===== config.mk =====
export PLATFORM = sky130hd
export DESIGN_NAME = axi_dma_mm2s
export DESIGN_NICKNAME = d
export VERILOG_FILES = /design/src/axi_rd_pkg.sv /design/src/dma_mm2s_pkg.sv /design/src/mm2s_sync_fifo.sv /design/src/mm2s_cmd_decode.sv /design/src/mm2s_burst_splitter.sv /design/src/mm2s_rdata_tagger.sv /design/src/axi_dma_mm2s.sv
export SDC_FILE = /design/constraint.sdc
export NUM_CORES = 2
export LEC_CHECK = 0
export BUFFER_PORTS_ARGS = -buffer_cell sky130_fd_sc_hd__buf_2
export CORE_MARGIN = 1
export CORE_UTILIZATION = 57
export CTS_BUF_LIST = sky130_fd_sc_hd__clkbuf_16
export DETAILED_ROUTE_END_ITERATION = 16
export HOLD_SLACK_MARGIN = 0.15
export PLACE_DENSITY = 0.81
export SLEW_MARGIN = 20
export SYNTH_ARGS = -nofsm -noshare
export SYNTH_HDL_FRONTEND = slang
export SYNTH_SLANG_ARGS = --single-unit

===== constraint.sdc =====
create_clock -name m_axi_aclk -period 14.3 [get_ports m_axi_aclk]
set_clock_uncertainty 0.2 [all_clocks]
set_input_delay 2.145 -clock m_axi_aclk [delete_from_list [all_inputs] [get_ports m_axi_aclk]]
set_output_delay 2.145 -clock m_axi_aclk [all_outputs]
set_load 0.02 [all_outputs]

===== src/axi_rd_pkg.sv =====
`default_nettype none

package axi_rd_pkg;

	localparam int AXI_ADDR_W = 32;
	localparam int AXI_DATA_W = 32;
	localparam int AXI_STRB_W = AXI_DATA_W / 8;

	// arsize encoding for a full-width beat
	localparam logic [2:0] AXI_SIZE_LOG2 = 3'($clog2(AXI_STRB_W));

	typedef enum logic [1:0] {
		AXI_BURST_FIXED = 2'b00,
		AXI_BURST_INCR  = 2'b01 // wrap is never issued
	} axi_burst_e;

	typedef enum logic [1:0] {
		AXI_RESP_OKAY   = 2'b00,
		AXI_RESP_EXOKAY = 2'b01,
		AXI_RESP_SLVERR = 2'b10,
		AXI_RESP_DECERR = 2'b11
	} axi_resp_e;

	localparam logic [3:0] AXI_CACHE_RD = 4'b0011; // normal non-cacheable bufferable
	localparam logic [2:0] AXI_PROT_RD  = 3'b000;

	typedef struct packed {
		logic [AXI_ADDR_W-1:0] addr;
		logic [7:0]            len; // beats - 1
		axi_burst_e            burst;
	} axi_ar_t;

	typedef struct packed {
		logic [AXI_DATA_W-1:0] data;
		axi_resp_e             resp;
		logic                  last;
	} axi_r_t;

endpackage

`default_nettype wire


===== src/dma_mm2s_pkg.sv =====
`default_nettype none

package dma_mm2s_pkg;

	localparam int BTT_W = 24; // bytes to transfer

	// incrementing bursts stay inside one of these
	localparam int BOUNDARY_BYTES = 4096;

	// AXI caps fixed bursts at 16 beats
	localparam int FIXED_MAX_LEN = 16;

	// command as it arrives on the command stream
	typedef struct packed {
		logic [BTT_W-1:0]                  btt;
		logic [axi_rd_pkg::AXI_ADDR_W-1:0] base_addr;
		logic                              fixed;
	} mm2s_cmd_t;

	// command after decode, counted in beats
	typedef struct packed {
		logic [axi_rd_pkg::AXI_ADDR_W-1:0] base_addr;
		logic [BTT_W-1:0]                  beats;
		logic                              fixed;
		logic [axi_rd_pkg::AXI_STRB_W-1:0] first_keep;
		logic [axi_rd_pkg::AXI_STRB_W-1:0] last_keep;
	} mm2s_dcmd_t;

	// one record per issued burst
	typedef struct packed {
		logic [axi_rd_pkg::AXI_STRB_W-1:0] first_keep;
		logic [axi_rd_pkg::AXI_STRB_W-1:0] last_keep;
		logic                              last_burst; // closes the command
	} burst_info_t;

	typedef struct packed {
		logic [axi_rd_pkg::AXI_DATA_W-1:0] data;
		logic [axi_rd_pkg::AXI_STRB_W-1:0] keep;
		logic [1:0]                        user; // rresp of the beat
		logic                              last;
	} mm2s_beat_t;

endpackage

`default_nettype wire


===== src/mm2s_sync_fifo.sv =====
`default_nettype none

module mm2s_sync_fifo #(
	parameter int  DEPTH = 4,
	parameter type T     = logic
)(
	input  wire   m_axi_aclk,
	input  wire   m_axi_aresetn,
	input  wire T wr_i,
	input  wire   wr_valid_i,
	output logic  wr_ready_o,
	output T      rd_o,
	output logic  rd_valid_o,
	input  wire   rd_ready_i
);

	localparam int PTR_W = (DEPTH > 1) ? $clog2(DEPTH) : 1;
	localparam int CNT_W = $clog2(DEPTH + 1);

	T mem [DEPTH];
	logic [PTR_W-1:0] wr_ptr;
	logic [PTR_W-1:0] rd_ptr;
	logic [CNT_W-1:0] count;
	logic             wr_fire;
	logic             rd_fire;

	assign wr_ready_o = (count != CNT_W'(DEPTH));
	assign rd_valid_o = (count != '0);
	assign rd_o       = mem[rd_ptr]; // head shows without a read strobe

	assign wr_fire = wr_valid_i & wr_ready_o;
	assign rd_fire = rd_valid_o & rd_ready_i;

	always_ff @(posedge m_axi_aclk)
	begin
		if (wr_fire)
			mem[wr_ptr] <= wr_i;
	end

	always_ff @(posedge m_axi_aclk or negedge m_axi_aresetn)
	begin
		if (!m_axi_aresetn)
		begin
			wr_ptr <= '0;
			rd_ptr <= '0;
			count  <= '0;
		end
		else
		begin
			if (wr_fire)
				wr_ptr <= (wr_ptr == PTR_W'(DEPTH - 1)) ? '0 : wr_ptr + 1'b1;
			if (rd_fire)
				rd_ptr <= (rd_ptr == PTR_W'(DEPTH - 1)) ? '0 : rd_ptr + 1'b1;
			if (wr_fire != rd_fire)
				count <= wr_fire ? count + 1'b1 : count - 1'b1;
		end
	end

endmodule

`default_nettype wire


===== src/mm2s_cmd_decode.sv =====
`default_nettype none

module mm2s_cmd_decode (
	input  wire                           m_axi_aclk,
	input  wire                           m_axi_aresetn,
	input  wire dma_mm2s_pkg::mm2s_cmd_t  cmd_i,
	input  wire                           cmd_valid_i,
	output logic                          cmd_ready_o,
	output dma_mm2s_pkg::mm2s_dcmd_t      dcmd_o,
	output logic                          dcmd_valid_o,
	input  wire                           dcmd_ready_i
);
	import axi_rd_pkg::*;
	import dma_mm2s_pkg::*;

	localparam int OFS_W = $clog2(AXI_STRB_W);
	localparam int END_W = BTT_W + 1;

	logic [OFS_W-1:0]      start_ofs;
	logic [END_W-1:0]      end_addr; // only the unaligned start part of the address
	logic [OFS_W-1:0]      end_ofs;
	logic [BTT_W-1:0]      beats;
	logic [AXI_STRB_W-1:0] first_keep;
	logic [AXI_STRB_W-1:0] last_keep;

	assign start_ofs = cmd_i.base_addr[OFS_W-1:0];
	assign end_addr  = END_W'(cmd_i.btt) + END_W'(start_ofs);
	assign end_ofs   = end_addr[OFS_W-1:0];
	assign beats     = BTT_W'(end_addr[END_W-1:OFS_W]) + BTT_W'(|end_ofs); // round up

	always_comb
	begin
		for (int i = 0; i < AXI_STRB_W; i++)
		begin
			first_keep[i] = (start_ofs <= i);
			last_keep[i]  = (end_ofs > i) || (end_ofs == '0); // zero offset ends on a full beat
		end
	end

	// single slot, refilled while its item leaves
	assign cmd_ready_o = !dcmd_valid_o || dcmd_ready_i;

	always_ff @(posedge m_axi_aclk or negedge m_axi_aresetn)
	begin
		if (!m_axi_aresetn)
			dcmd_valid_o <= 1'b0;
		else if (cmd_ready_o)
			dcmd_valid_o <= cmd_valid_i;
	end

	always_ff @(posedge m_axi_aclk)
	begin
		if (cmd_valid_i && cmd_ready_o)
			dcmd_o <= '{base_addr: cmd_i.base_addr, beats: beats, fixed: cmd_i.fixed,
				first_keep: first_keep, last_keep: last_keep};
	end

endmodule

`default_nettype wire


===== src/mm2s_burst_splitter.sv =====
`default_nettype none

module mm2s_burst_splitter #(
	parameter int MAX_BURST_LEN = 8
)(
	input  wire                           m_axi_aclk,
	input  wire                           m_axi_aresetn,
	input  wire dma_mm2s_pkg::mm2s_dcmd_t dcmd_i,
	input  wire                           dcmd_valid_i,
	output logic                          dcmd_ready_o,
	input  wire                           credit_ok_i,
	output axi_rd_pkg::axi_ar_t           ar_o,
	output logic                          arvalid_o,
	input  wire                           arready_i,
	output dma_mm2s_pkg::burst_info_t     info_o
);
	import axi_rd_pkg::*;
	import dma_mm2s_pkg::*;

	localparam int SIZE_LOG2 = $clog2(AXI_STRB_W);
	localparam int BND_LOG2  = $clog2(BOUNDARY_BYTES);
	localparam int BND_W     = BND_LOG2 - SIZE_LOG2; // beat index inside a 4 KB page
	localparam int FIXED_CAP = (MAX_BURST_LEN < FIXED_MAX_LEN) ? MAX_BURST_LEN : FIXED_MAX_LEN;
	localparam logic [BTT_W-1:0] INCR_CAP_SUB1  = BTT_W'(MAX_BURST_LEN - 1);
	localparam logic [BTT_W-1:0] FIXED_CAP_SUB1 = BTT_W'(FIXED_CAP - 1);

	typedef enum logic [1:0] {
		ST_IDLE,
		ST_CMP0, // min(remaining, burst cap)
		ST_CMP1, // min(previous, room before boundary)
		ST_LAUNCH
	} state_e;

	state_e                state;
	logic [AXI_ADDR_W-1:0] araddr;
	logic [AXI_ADDR_W-1:0] araddr_aligned;
	axi_burst_e            arburst;
	logic [BTT_W-1:0]      rmn_sub1;     // remaining beats - 1
	logic [BND_W-1:0]      rmn_bnd_sub1; // beats left in this page - 1
	logic [AXI_STRB_W-1:0] first_keep;
	logic [AXI_STRB_W-1:0] last_keep;
	logic [7:0]            cmp_res;
	logic                  cmp_leq_pre;
	logic                  last_burst;
	logic                  incr;
	logic                  cmp_en;
	logic [BTT_W-1:0]      op_a;
	logic [BTT_W-1:0]      op_b;
	logic                  a_leq_b;
	logic [BTT_W-1:0]      burst_beats;
	logic                  dcmd_fire;
	logic                  ar_next;

	assign incr         = (arburst == AXI_BURST_INCR);
	assign dcmd_ready_o = (state == ST_IDLE);
	assign dcmd_fire    = dcmd_valid_i & dcmd_ready_o;
	assign ar_next      = arvalid_o & arready_i & ~last_burst;

	assign op_a = (state == ST_CMP0) ? rmn_sub1 : BTT_W'(cmp_res);
	assign op_b = (state == ST_CMP0) ? (incr ? INCR_CAP_SUB1 : FIXED_CAP_SUB1) :
		BTT_W'(rmn_bnd_sub1);

	// fixed bursts never move, so the boundary compare always keeps phase 0
	assign a_leq_b = (op_a <= op_b) | ((state == ST_CMP1) & ~incr);
	assign cmp_en  = ((state == ST_CMP0) & credit_ok_i) | ((state == ST_CMP1) & incr);

	assign burst_beats    = BTT_W'(cmp_res) + 1'b1;
	assign araddr_aligned = {araddr[AXI_ADDR_W-1:SIZE_LOG2], SIZE_LOG2'(0)};

	assign ar_o   = '{addr: araddr, len: cmp_res, burst: arburst};
	assign info_o = '{first_keep: first_keep, last_keep: last_keep, last_burst: last_burst};

	always_ff @(posedge m_axi_aclk or negedge m_axi_aresetn)
	begin
		if (!m_axi_aresetn)
		begin
			state     <= ST_IDLE;
			arvalid_o <= 1'b0;
		end
		else
		begin
			case (state)
				ST_IDLE:
					if (dcmd_valid_i)
						state <= ST_CMP0;
				ST_CMP0:
					if (credit_ok_i) // no credit, hold here
						state <= ST_CMP1;
				ST_CMP1:
				begin
					state     <= ST_LAUNCH;
					arvalid_o <= 1'b1;
				end
				ST_LAUNCH:
					if (arready_i)
					begin
						state     <= last_burst ? ST_IDLE : ST_CMP0;
						arvalid_o <= 1'b0;
					end
				default:
					state <= ST_IDLE;
			endcase
		end
	end

	always_ff @(posedge m_axi_aclk)
	begin
		if (dcmd_fire)
		begin
			araddr       <= dcmd_i.base_addr;
			arburst      <= dcmd_i.fixed ? AXI_BURST_FIXED : AXI_BURST_INCR;
			rmn_sub1     <= dcmd_i.beats - 1'b1;
			rmn_bnd_sub1 <= ~dcmd_i.base_addr[BND_LOG2-1:SIZE_LOG2];
			first_keep   <= dcmd_i.first_keep;
			last_keep    <= dcmd_i.last_keep;
		end
		else if (ar_next)
		begin
			rmn_sub1 <= rmn_sub1 - burst_beats;
			if (incr)
			begin
				araddr       <= araddr_aligned + (AXI_ADDR_W'(burst_beats) << SIZE_LOG2);
				rmn_bnd_sub1 <= rmn_bnd_sub1 - burst_beats[BND_W-1:0]; // wraps to a full page
			end
		end

		if (cmp_en)
		begin
			cmp_res     <= a_leq_b ? op_a[7:0] : op_b[7:0];
			cmp_leq_pre <= a_leq_b;
		end

		if (state == ST_CMP1)
			last_burst <= cmp_leq_pre & a_leq_b; // both picked the remaining count
	end

endmodule

`default_nettype wire


===== src/mm2s_rdata_tagger.sv =====
`default_nettype none

module mm2s_rdata_tagger #(
	parameter int MAX_BUSY_BURSTS = 4
)(
	input  wire                            m_axi_aclk,
	input  wire                            m_axi_aresetn,
	input  wire axi_rd_pkg::axi_r_t        r_i,
	input  wire                            rvalid_i,
	output logic                           rready_o,
	input  wire dma_mm2s_pkg::burst_info_t info_i,
	input  wire                            info_valid_i,
	output logic                           info_pop_o,
	input  wire                            ar_fire_i,
	output logic                           credit_ok_o,
	output dma_mm2s_pkg::mm2s_beat_t       beat_o,
	output logic                           beat_valid_o,
	input  wire                            beat_ready_i
);
	import axi_rd_pkg::*;

	localparam int CNT_W = $clog2(MAX_BUSY_BURSTS + 1);

	logic                  first_beat; // next beat opens a command
	logic                  last_beat;
	logic                  beat_fire;
	logic [AXI_STRB_W-1:0] keep;
	logic [CNT_W-1:0]      busy_cnt;   // bursts issued and not yet drained

	// a beat needs its burst record before it can be tagged
	assign rready_o     = beat_ready_i & info_valid_i;
	assign beat_valid_o = rvalid_i & info_valid_i;
	assign beat_fire    = beat_valid_o & beat_ready_i;
	assign info_pop_o   = beat_fire & r_i.last;

	assign last_beat = r_i.last & info_i.last_burst;
	assign keep = ({AXI_STRB_W{~first_beat}} | info_i.first_keep) &
		({AXI_STRB_W{~last_beat}} | info_i.last_keep);

	assign beat_o = '{data: r_i.data, keep: keep, user: r_i.resp, last: last_beat};

	assign credit_ok_o = (busy_cnt < CNT_W'(MAX_BUSY_BURSTS));

	always_ff @(posedge m_axi_aclk or negedge m_axi_aresetn)
	begin
		if (!m_axi_aresetn)
			first_beat <= 1'b1;
		else if (beat_fire)
			first_beat <= last_beat;
	end

	always_ff @(posedge m_axi_aclk or negedge m_axi_aresetn)
	begin
		if (!m_axi_aresetn)
			busy_cnt <= '0;
		else if (ar_fire_i != info_pop_o)
			busy_cnt <= ar_fire_i ? busy_cnt + 1'b1 : busy_cnt - 1'b1;
	end

endmodule

`default_nettype wire


===== src/axi_dma_mm2s.sv =====
`default_nettype none

module axi_dma_mm2s #(
	parameter int MAX_BURST_LEN = 8,
	parameter int CMD_DEPTH     = 4,
	parameter int RDATA_DEPTH   = 64
)(
	input  wire                          m_axi_aclk,
	input  wire                          m_axi_aresetn,
	input  wire dma_mm2s_pkg::mm2s_cmd_t s_cmd_i,
	input  wire                          s_cmd_valid_i,
	output logic                         s_cmd_ready_o,
	output dma_mm2s_pkg::mm2s_beat_t     m_mm2s_o,
	output logic                         m_mm2s_valid_o,
	input  wire                          m_mm2s_ready_i,
	output axi_rd_pkg::axi_ar_t          m_axi_ar_o,
	output logic [2:0]                   m_axi_arsize_o,
	output logic [3:0]                   m_axi_arcache_o,
	output logic [2:0]                   m_axi_arprot_o,
	output logic                         m_axi_arvalid_o,
	input  wire                          m_axi_arready_i,
	input  wire axi_rd_pkg::axi_r_t      m_axi_r_i,
	input  wire                          m_axi_rvalid_i,
	output logic                         m_axi_rready_o
);
	import axi_rd_pkg::*;
	import dma_mm2s_pkg::*;

	localparam int INFO_DEPTH = 4;
	// worst-case burst size reserved in the read-data FIFO per credit
	localparam int BURST_SLOT = (MAX_BURST_LEN > FIXED_MAX_LEN) ? MAX_BURST_LEN : FIXED_MAX_LEN;
	localparam int MAX_BUSY_BURSTS = RDATA_DEPTH / BURST_SLOT;

	mm2s_cmd_t   cmd_q;
	logic        cmd_q_valid;
	logic        cmd_q_ready;
	mm2s_dcmd_t  dcmd;
	logic        dcmd_valid;
	logic        dcmd_ready;
	burst_info_t info_in;
	logic        info_wr_ready;
	burst_info_t info_head;
	logic        info_valid;
	logic        info_pop;
	logic        ar_fire;
	logic        tag_credit_ok;
	logic        credit_ok;
	mm2s_beat_t  rd_beat;
	logic        rd_beat_valid;
	logic        rd_beat_ready;

	assign m_axi_arsize_o  = AXI_SIZE_LOG2;
	assign m_axi_arcache_o = AXI_CACHE_RD;
	assign m_axi_arprot_o  = AXI_PROT_RD;

	assign ar_fire   = m_axi_arvalid_o & m_axi_arready_i;
	assign credit_ok = tag_credit_ok & info_wr_ready; // info FIFO needs a slot too

	mm2s_sync_fifo #(.DEPTH(CMD_DEPTH), .T(mm2s_cmd_t)) cmd_fifo_inst (
		.m_axi_aclk(m_axi_aclk), .m_axi_aresetn(m_axi_aresetn),
		.wr_i(s_cmd_i), .wr_valid_i(s_cmd_valid_i), .wr_ready_o(s_cmd_ready_o),
		.rd_o(cmd_q), .rd_valid_o(cmd_q_valid), .rd_ready_i(cmd_q_ready)
	);

	mm2s_cmd_decode decode_inst (
		.m_axi_aclk(m_axi_aclk), .m_axi_aresetn(m_axi_aresetn),
		.cmd_i(cmd_q), .cmd_valid_i(cmd_q_valid), .cmd_ready_o(cmd_q_ready),
		.dcmd_o(dcmd), .dcmd_valid_o(dcmd_valid), .dcmd_ready_i(dcmd_ready)
	);

	mm2s_burst_splitter #(.MAX_BURST_LEN(MAX_BURST_LEN)) splitter_inst (
		.m_axi_aclk(m_axi_aclk), .m_axi_aresetn(m_axi_aresetn),
		.dcmd_i(dcmd), .dcmd_valid_i(dcmd_valid), .dcmd_ready_o(dcmd_ready),
		.credit_ok_i(credit_ok), .ar_o(m_axi_ar_o), .arvalid_o(m_axi_arvalid_o),
		.arready_i(m_axi_arready_i), .info_o(info_in)
	);

	mm2s_sync_fifo #(.DEPTH(INFO_DEPTH), .T(burst_info_t)) info_fifo_inst (
		.m_axi_aclk(m_axi_aclk), .m_axi_aresetn(m_axi_aresetn),
		.wr_i(info_in), .wr_valid_i(ar_fire), .wr_ready_o(info_wr_ready),
		.rd_o(info_head), .rd_valid_o(info_valid), .rd_ready_i(info_pop)
	);

	mm2s_rdata_tagger #(.MAX_BUSY_BURSTS(MAX_BUSY_BURSTS)) tagger_inst (
		.m_axi_aclk(m_axi_aclk), .m_axi_aresetn(m_axi_aresetn),
		.r_i(m_axi_r_i), .rvalid_i(m_axi_rvalid_i), .rready_o(m_axi_rready_o),
		.info_i(info_head), .info_valid_i(info_valid), .info_pop_o(info_pop),
		.ar_fire_i(ar_fire), .credit_ok_o(tag_credit_ok),
		.beat_o(rd_beat), .beat_valid_o(rd_beat_valid), .beat_ready_i(rd_beat_ready)
	);

	mm2s_sync_fifo #(.DEPTH(RDATA_DEPTH), .T(mm2s_beat_t)) rdata_fifo_inst (
		.m_axi_aclk(m_axi_aclk), .m_axi_aresetn(m_axi_aresetn),
		.wr_i(rd_beat), .wr_valid_i(rd_beat_valid), .wr_ready_o(rd_beat_ready),
		.rd_o(m_mm2s_o), .rd_valid_o(m_mm2s_valid_o), .rd_ready_i(m_mm2s_ready_i)
	);

endmodule

`default_nettype wire


==> results.ini <==
[critical_path]
reg2reg_depth=8
cp.arrival_ns=6.06
startpoint=rdata_fifo_inst.rd_ptr[1]
start_kind=flop
reg2reg_to=rdata_fifo_inst.mem[14][25]
r2r_start=info_fifo_inst.count[0]
slowest_delay_ns=1.20
crit_chain=buf_12, buf_4, mux4_2, mux4_2, mux4_2, buf_2
path_max_fanout=149
crit_path_end_kind=primary output
path_common_cell=mux4_2
critPathCapture=m_mm2s_o[9]
critPathSlowestCell=dfrtp_4
crit_required_ns=11.95
crit_type=reg2out
rrSetupSlack_ns=7.91

[hold_path]
hold_path_startpoint=decode_inst.dcmd_o[4]
hold_path_class=reg2reg

[power]
p_per_area_nw_per_um2=207
p_switching_w=0.00859
seq_power_share_pct=41.6
power.internal_w=0.0181
swShare_pct=32.2
peakVddDrop_uv=174
power.leakage_nw=40.6
clkPwrFrac_pct=28.7
p_comb_share_pct=29.7

[outcome]
status=complete, no violations

[place]
dp_hpwl_microns=161000
gp_congestion=0.834
port-buffer-count=181
post-place-ws_ns=7.14

[synth]
ys_types=78
synth-edff-count=2898
yosysSeqAreaShare_pct=76.5
synth_compound_area_share_pct=1.12
ys_async_sr_fraction_pct=1.40
synth_seq_cells=2939
synth_xor_area_share_pct=1.08
avgSynthCellArea_sq_um=22.9
syn_area_sq_um=115000
synthMuxAreaShare_pct=17.5
synth_top_family_by_area=multiplexers
yosys.area_share.simple_pct=1.92
synth_cells=5026
yosysWarnings=0
synth_adder_area_share_pct=0.819
synth_ff_type=edfxtp_1

[clock_tree]
cts_tree=yes
clkTransAtPathRegs_ns=0.06
cts_setup_buffers=0
postCtsResizedCells=0
cts-root-buf=clkbuf_16
hold_buffers=0
cts_buffers=300
cts.sinks=2939
cts_max_level=5
clk_path_buf_depth=4
clkLatencyLatePin_ns=0.94

[timing]
worst_pin_slew_ns=1.32
final-setup-viol-count=0
worst_slack_ns=5.89
fmax_mhz=119
hold_viol_final=0
min_period_ns=8.41
drv_slew=0
slew_headroom_pct=11.7
fin_tns_setup_ns=0
finalCritPeriodShare_pct=58.8
rsz0062_at_grt=no

[flow_run]
maxCapViolations=0

[drt]
wl_microns=348000
wl_per_cell_microns=42.1
drt_first_pass_iters=8
drc=0
detail_route.iter0.violations=11300
vias=61400
ant_nets=0
viasPerCell=7.43

[floorplanning]
die_area_sq_um=204000
core_area_sq_um=200000
die_x_microns=452
pin_count=193
start_util_pct=57.5
row_count=164
die-height_microns=452

[grt]
grt_max_degree=151
antenna_found_initial=37
grt_pass1_vias=61300
gr-total-overflow=0
grt_pass1_wl_microns=479000
grt_usage_pct=34.3

[cells_and_area]
multi_input_area_sq_um=26500
syn_to_final_growth_pct=12.2
drive_gt1_share_pct=30.4
fillers=11800
layout.nets=5543
seq_area_sq_um=88100

[logic make-up after synthesis]
kind of cell             count (synthesis)
AO/OA/AOI/OAI                          203
XOR/XNOR                               142
adder cells (fa/ha/maj)                 72
buffers and inverters                  301
flip-flops                            2939
multiplexers                           912
other                                    2
AND/OR/NAND/NOR                        455
[flip-flops by register name (all words and copies together) (netlist names), 6 cells and up]
signal / flops
splitter_inst.rmn_sub1: 24
splitter_inst.rmn_bnd_sub1: 10
info_fifo_inst.mem: 28
cmd_fifo_inst.mem: 228
rdata_fifo_inst.wr_ptr: 6
rdata_fifo_inst.count: 7
rdata_fifo_inst.mem: 2496
rdata_fifo_inst.rd_ptr: 6
decode_inst.dcmd_o: 63
splitter_inst.cmp_res: 8
splitter_inst.araddr: 32
[per-layer routing]
| metal | track usage (%) | wire, microns | vias up | share of wire [%] |
|---|---|---|---|---|
| li1 | - | - | 21900 | - |
| met1 | 41.9 | 106000 | 31400 | 30 |
| met2 | 53.1 | 163000 | 6372 | 47 |
| met3 | 10.7 | 49900 | 1634 | 14 |
| met4 | 22.6 | 28100 | 22 | 8.1 |
| met5 | 0.140 | 147 | - | 0.042 |
[cell type report]
cell class,count,area share (%)
timing repair buffer,284,1.45
inverter,59,0.171
clock buffer,309,5.98
multi-input combinational,1796,20.5
clock inverter,204,1.15
antenna,16,0.0310
tap,2656,2.57
sequential,2939,68.2
[synth_stat cells (all sizes together) (6+ instances only)]
| cell | n | area share [%] |
|---|---|---|
| a21boi | 6 | 0.039 |
| a21o | 19 | 0.12 |
| a21oi | 44 | 0.19 |
| a31oi | 9 | 0.049 |
| and2 | 13 | 0.071 |
| and3 | 16 | 0.087 |
| buf | 90 | 0.37 |
| clkbuf | 152 | 0.50 |
| dfrtp | 40 | 0.87 |
| edfxtp | 2898 | 76 |
| fa | 8 | 0.14 |
| ha | 57 | 0.62 |
| inv | 58 | 0.19 |
| maj3 | 7 | 0.061 |
| mux2 | 22 | 0.22 |
| mux2i | 7 | 0.061 |
| mux4 | 883 | 17 |
| nand2 | 132 | 0.43 |
| nand2b | 6 | 0.033 |
| nand3 | 26 | 0.12 |
| nand3b | 12 | 0.078 |
| nand4 | 14 | 0.089 |
| nor2 | 144 | 0.47 |
| nor2b | 12 | 0.065 |
| nor3 | 23 | 0.10 |
| nor4 | 14 | 0.10 |
| o211ai | 8 | 0.052 |
| o21a | 6 | 0.039 |
| o21ai | 68 | 0.30 |
| o21bai | 7 | 0.046 |
| o31ai | 6 | 0.039 |
| or2 | 13 | 0.071 |
| or3 | 12 | 0.065 |
| xnor2 | 89 | 0.68 |
| xor2 | 53 | 0.40 |
[power groups by stage]
stage	logic (W)	clock network (W)	registers, W
after global placement	0.00729	0	0.0112
after global routing	0.00822	0.00794	0.0112
after floorplan	0.00520	0	0.0110
after CTS	0.00781	0.00765	0.0111
after detailed placement	0.00751	0	0.0112
final	0.00793	0.00765	0.0111
[through the flow]
stage                     cells  utilization [%]  power [W]  instance area [sq um]  hold WS, ns
after global routing       8253             64.5     0.0273                 129000        0.221
after CTS                  8244             64.5     0.0266                 129000        0.220
after floorplan            5036                -     0.0162                 115000        0.200
final                      8263             64.5     0.0267                 129000        0.222
after global placement     7729             59.8     0.0185                 120000        0.203
after detailed placement   7731             59.9     0.0187                 120000        0.207
[how the worst min path moves through the flow]
stage / end / slack, ns / cells after the start
finish: splitter_inst.first_keep[0] / 0.22 / 0
global route: splitter_inst.first_keep[0] / 0.22 / 0
CTS: splitter_inst.first_keep[0] / 0.22 / 0
detailed placement: splitter_inst.first_keep[0] / 0.21 / 0
global placement: splitter_inst.first_keep[2] / 0.20 / 0
floorplan: splitter_inst.first_keep[0] / 0.20 / 0
[layout by cell type, fill, tap and decap left out, drive strengths merged, types with 22 or more instances in the layout]
cell       n
clkbuf   309
xor2      53
mux2      22
o21ai     68
inv      125
edfxtp  2898
mux4     883
nor2     144
xnor2     89
a21oi     44
bufinv    22
buf      284
dfrtp     40
nand3     26
nor3      23
clkinv   107
ha        57
nand2    132
[critical path: cells and delay by family, from the launching register on]
family | cells | cell delay, ns
buffers and inverters | 3 | 1.71
multiplexers | 3 | 1.61
flip-flops | 1 | 1.20
No activity file was read; power rests on OpenSTA's default activity.
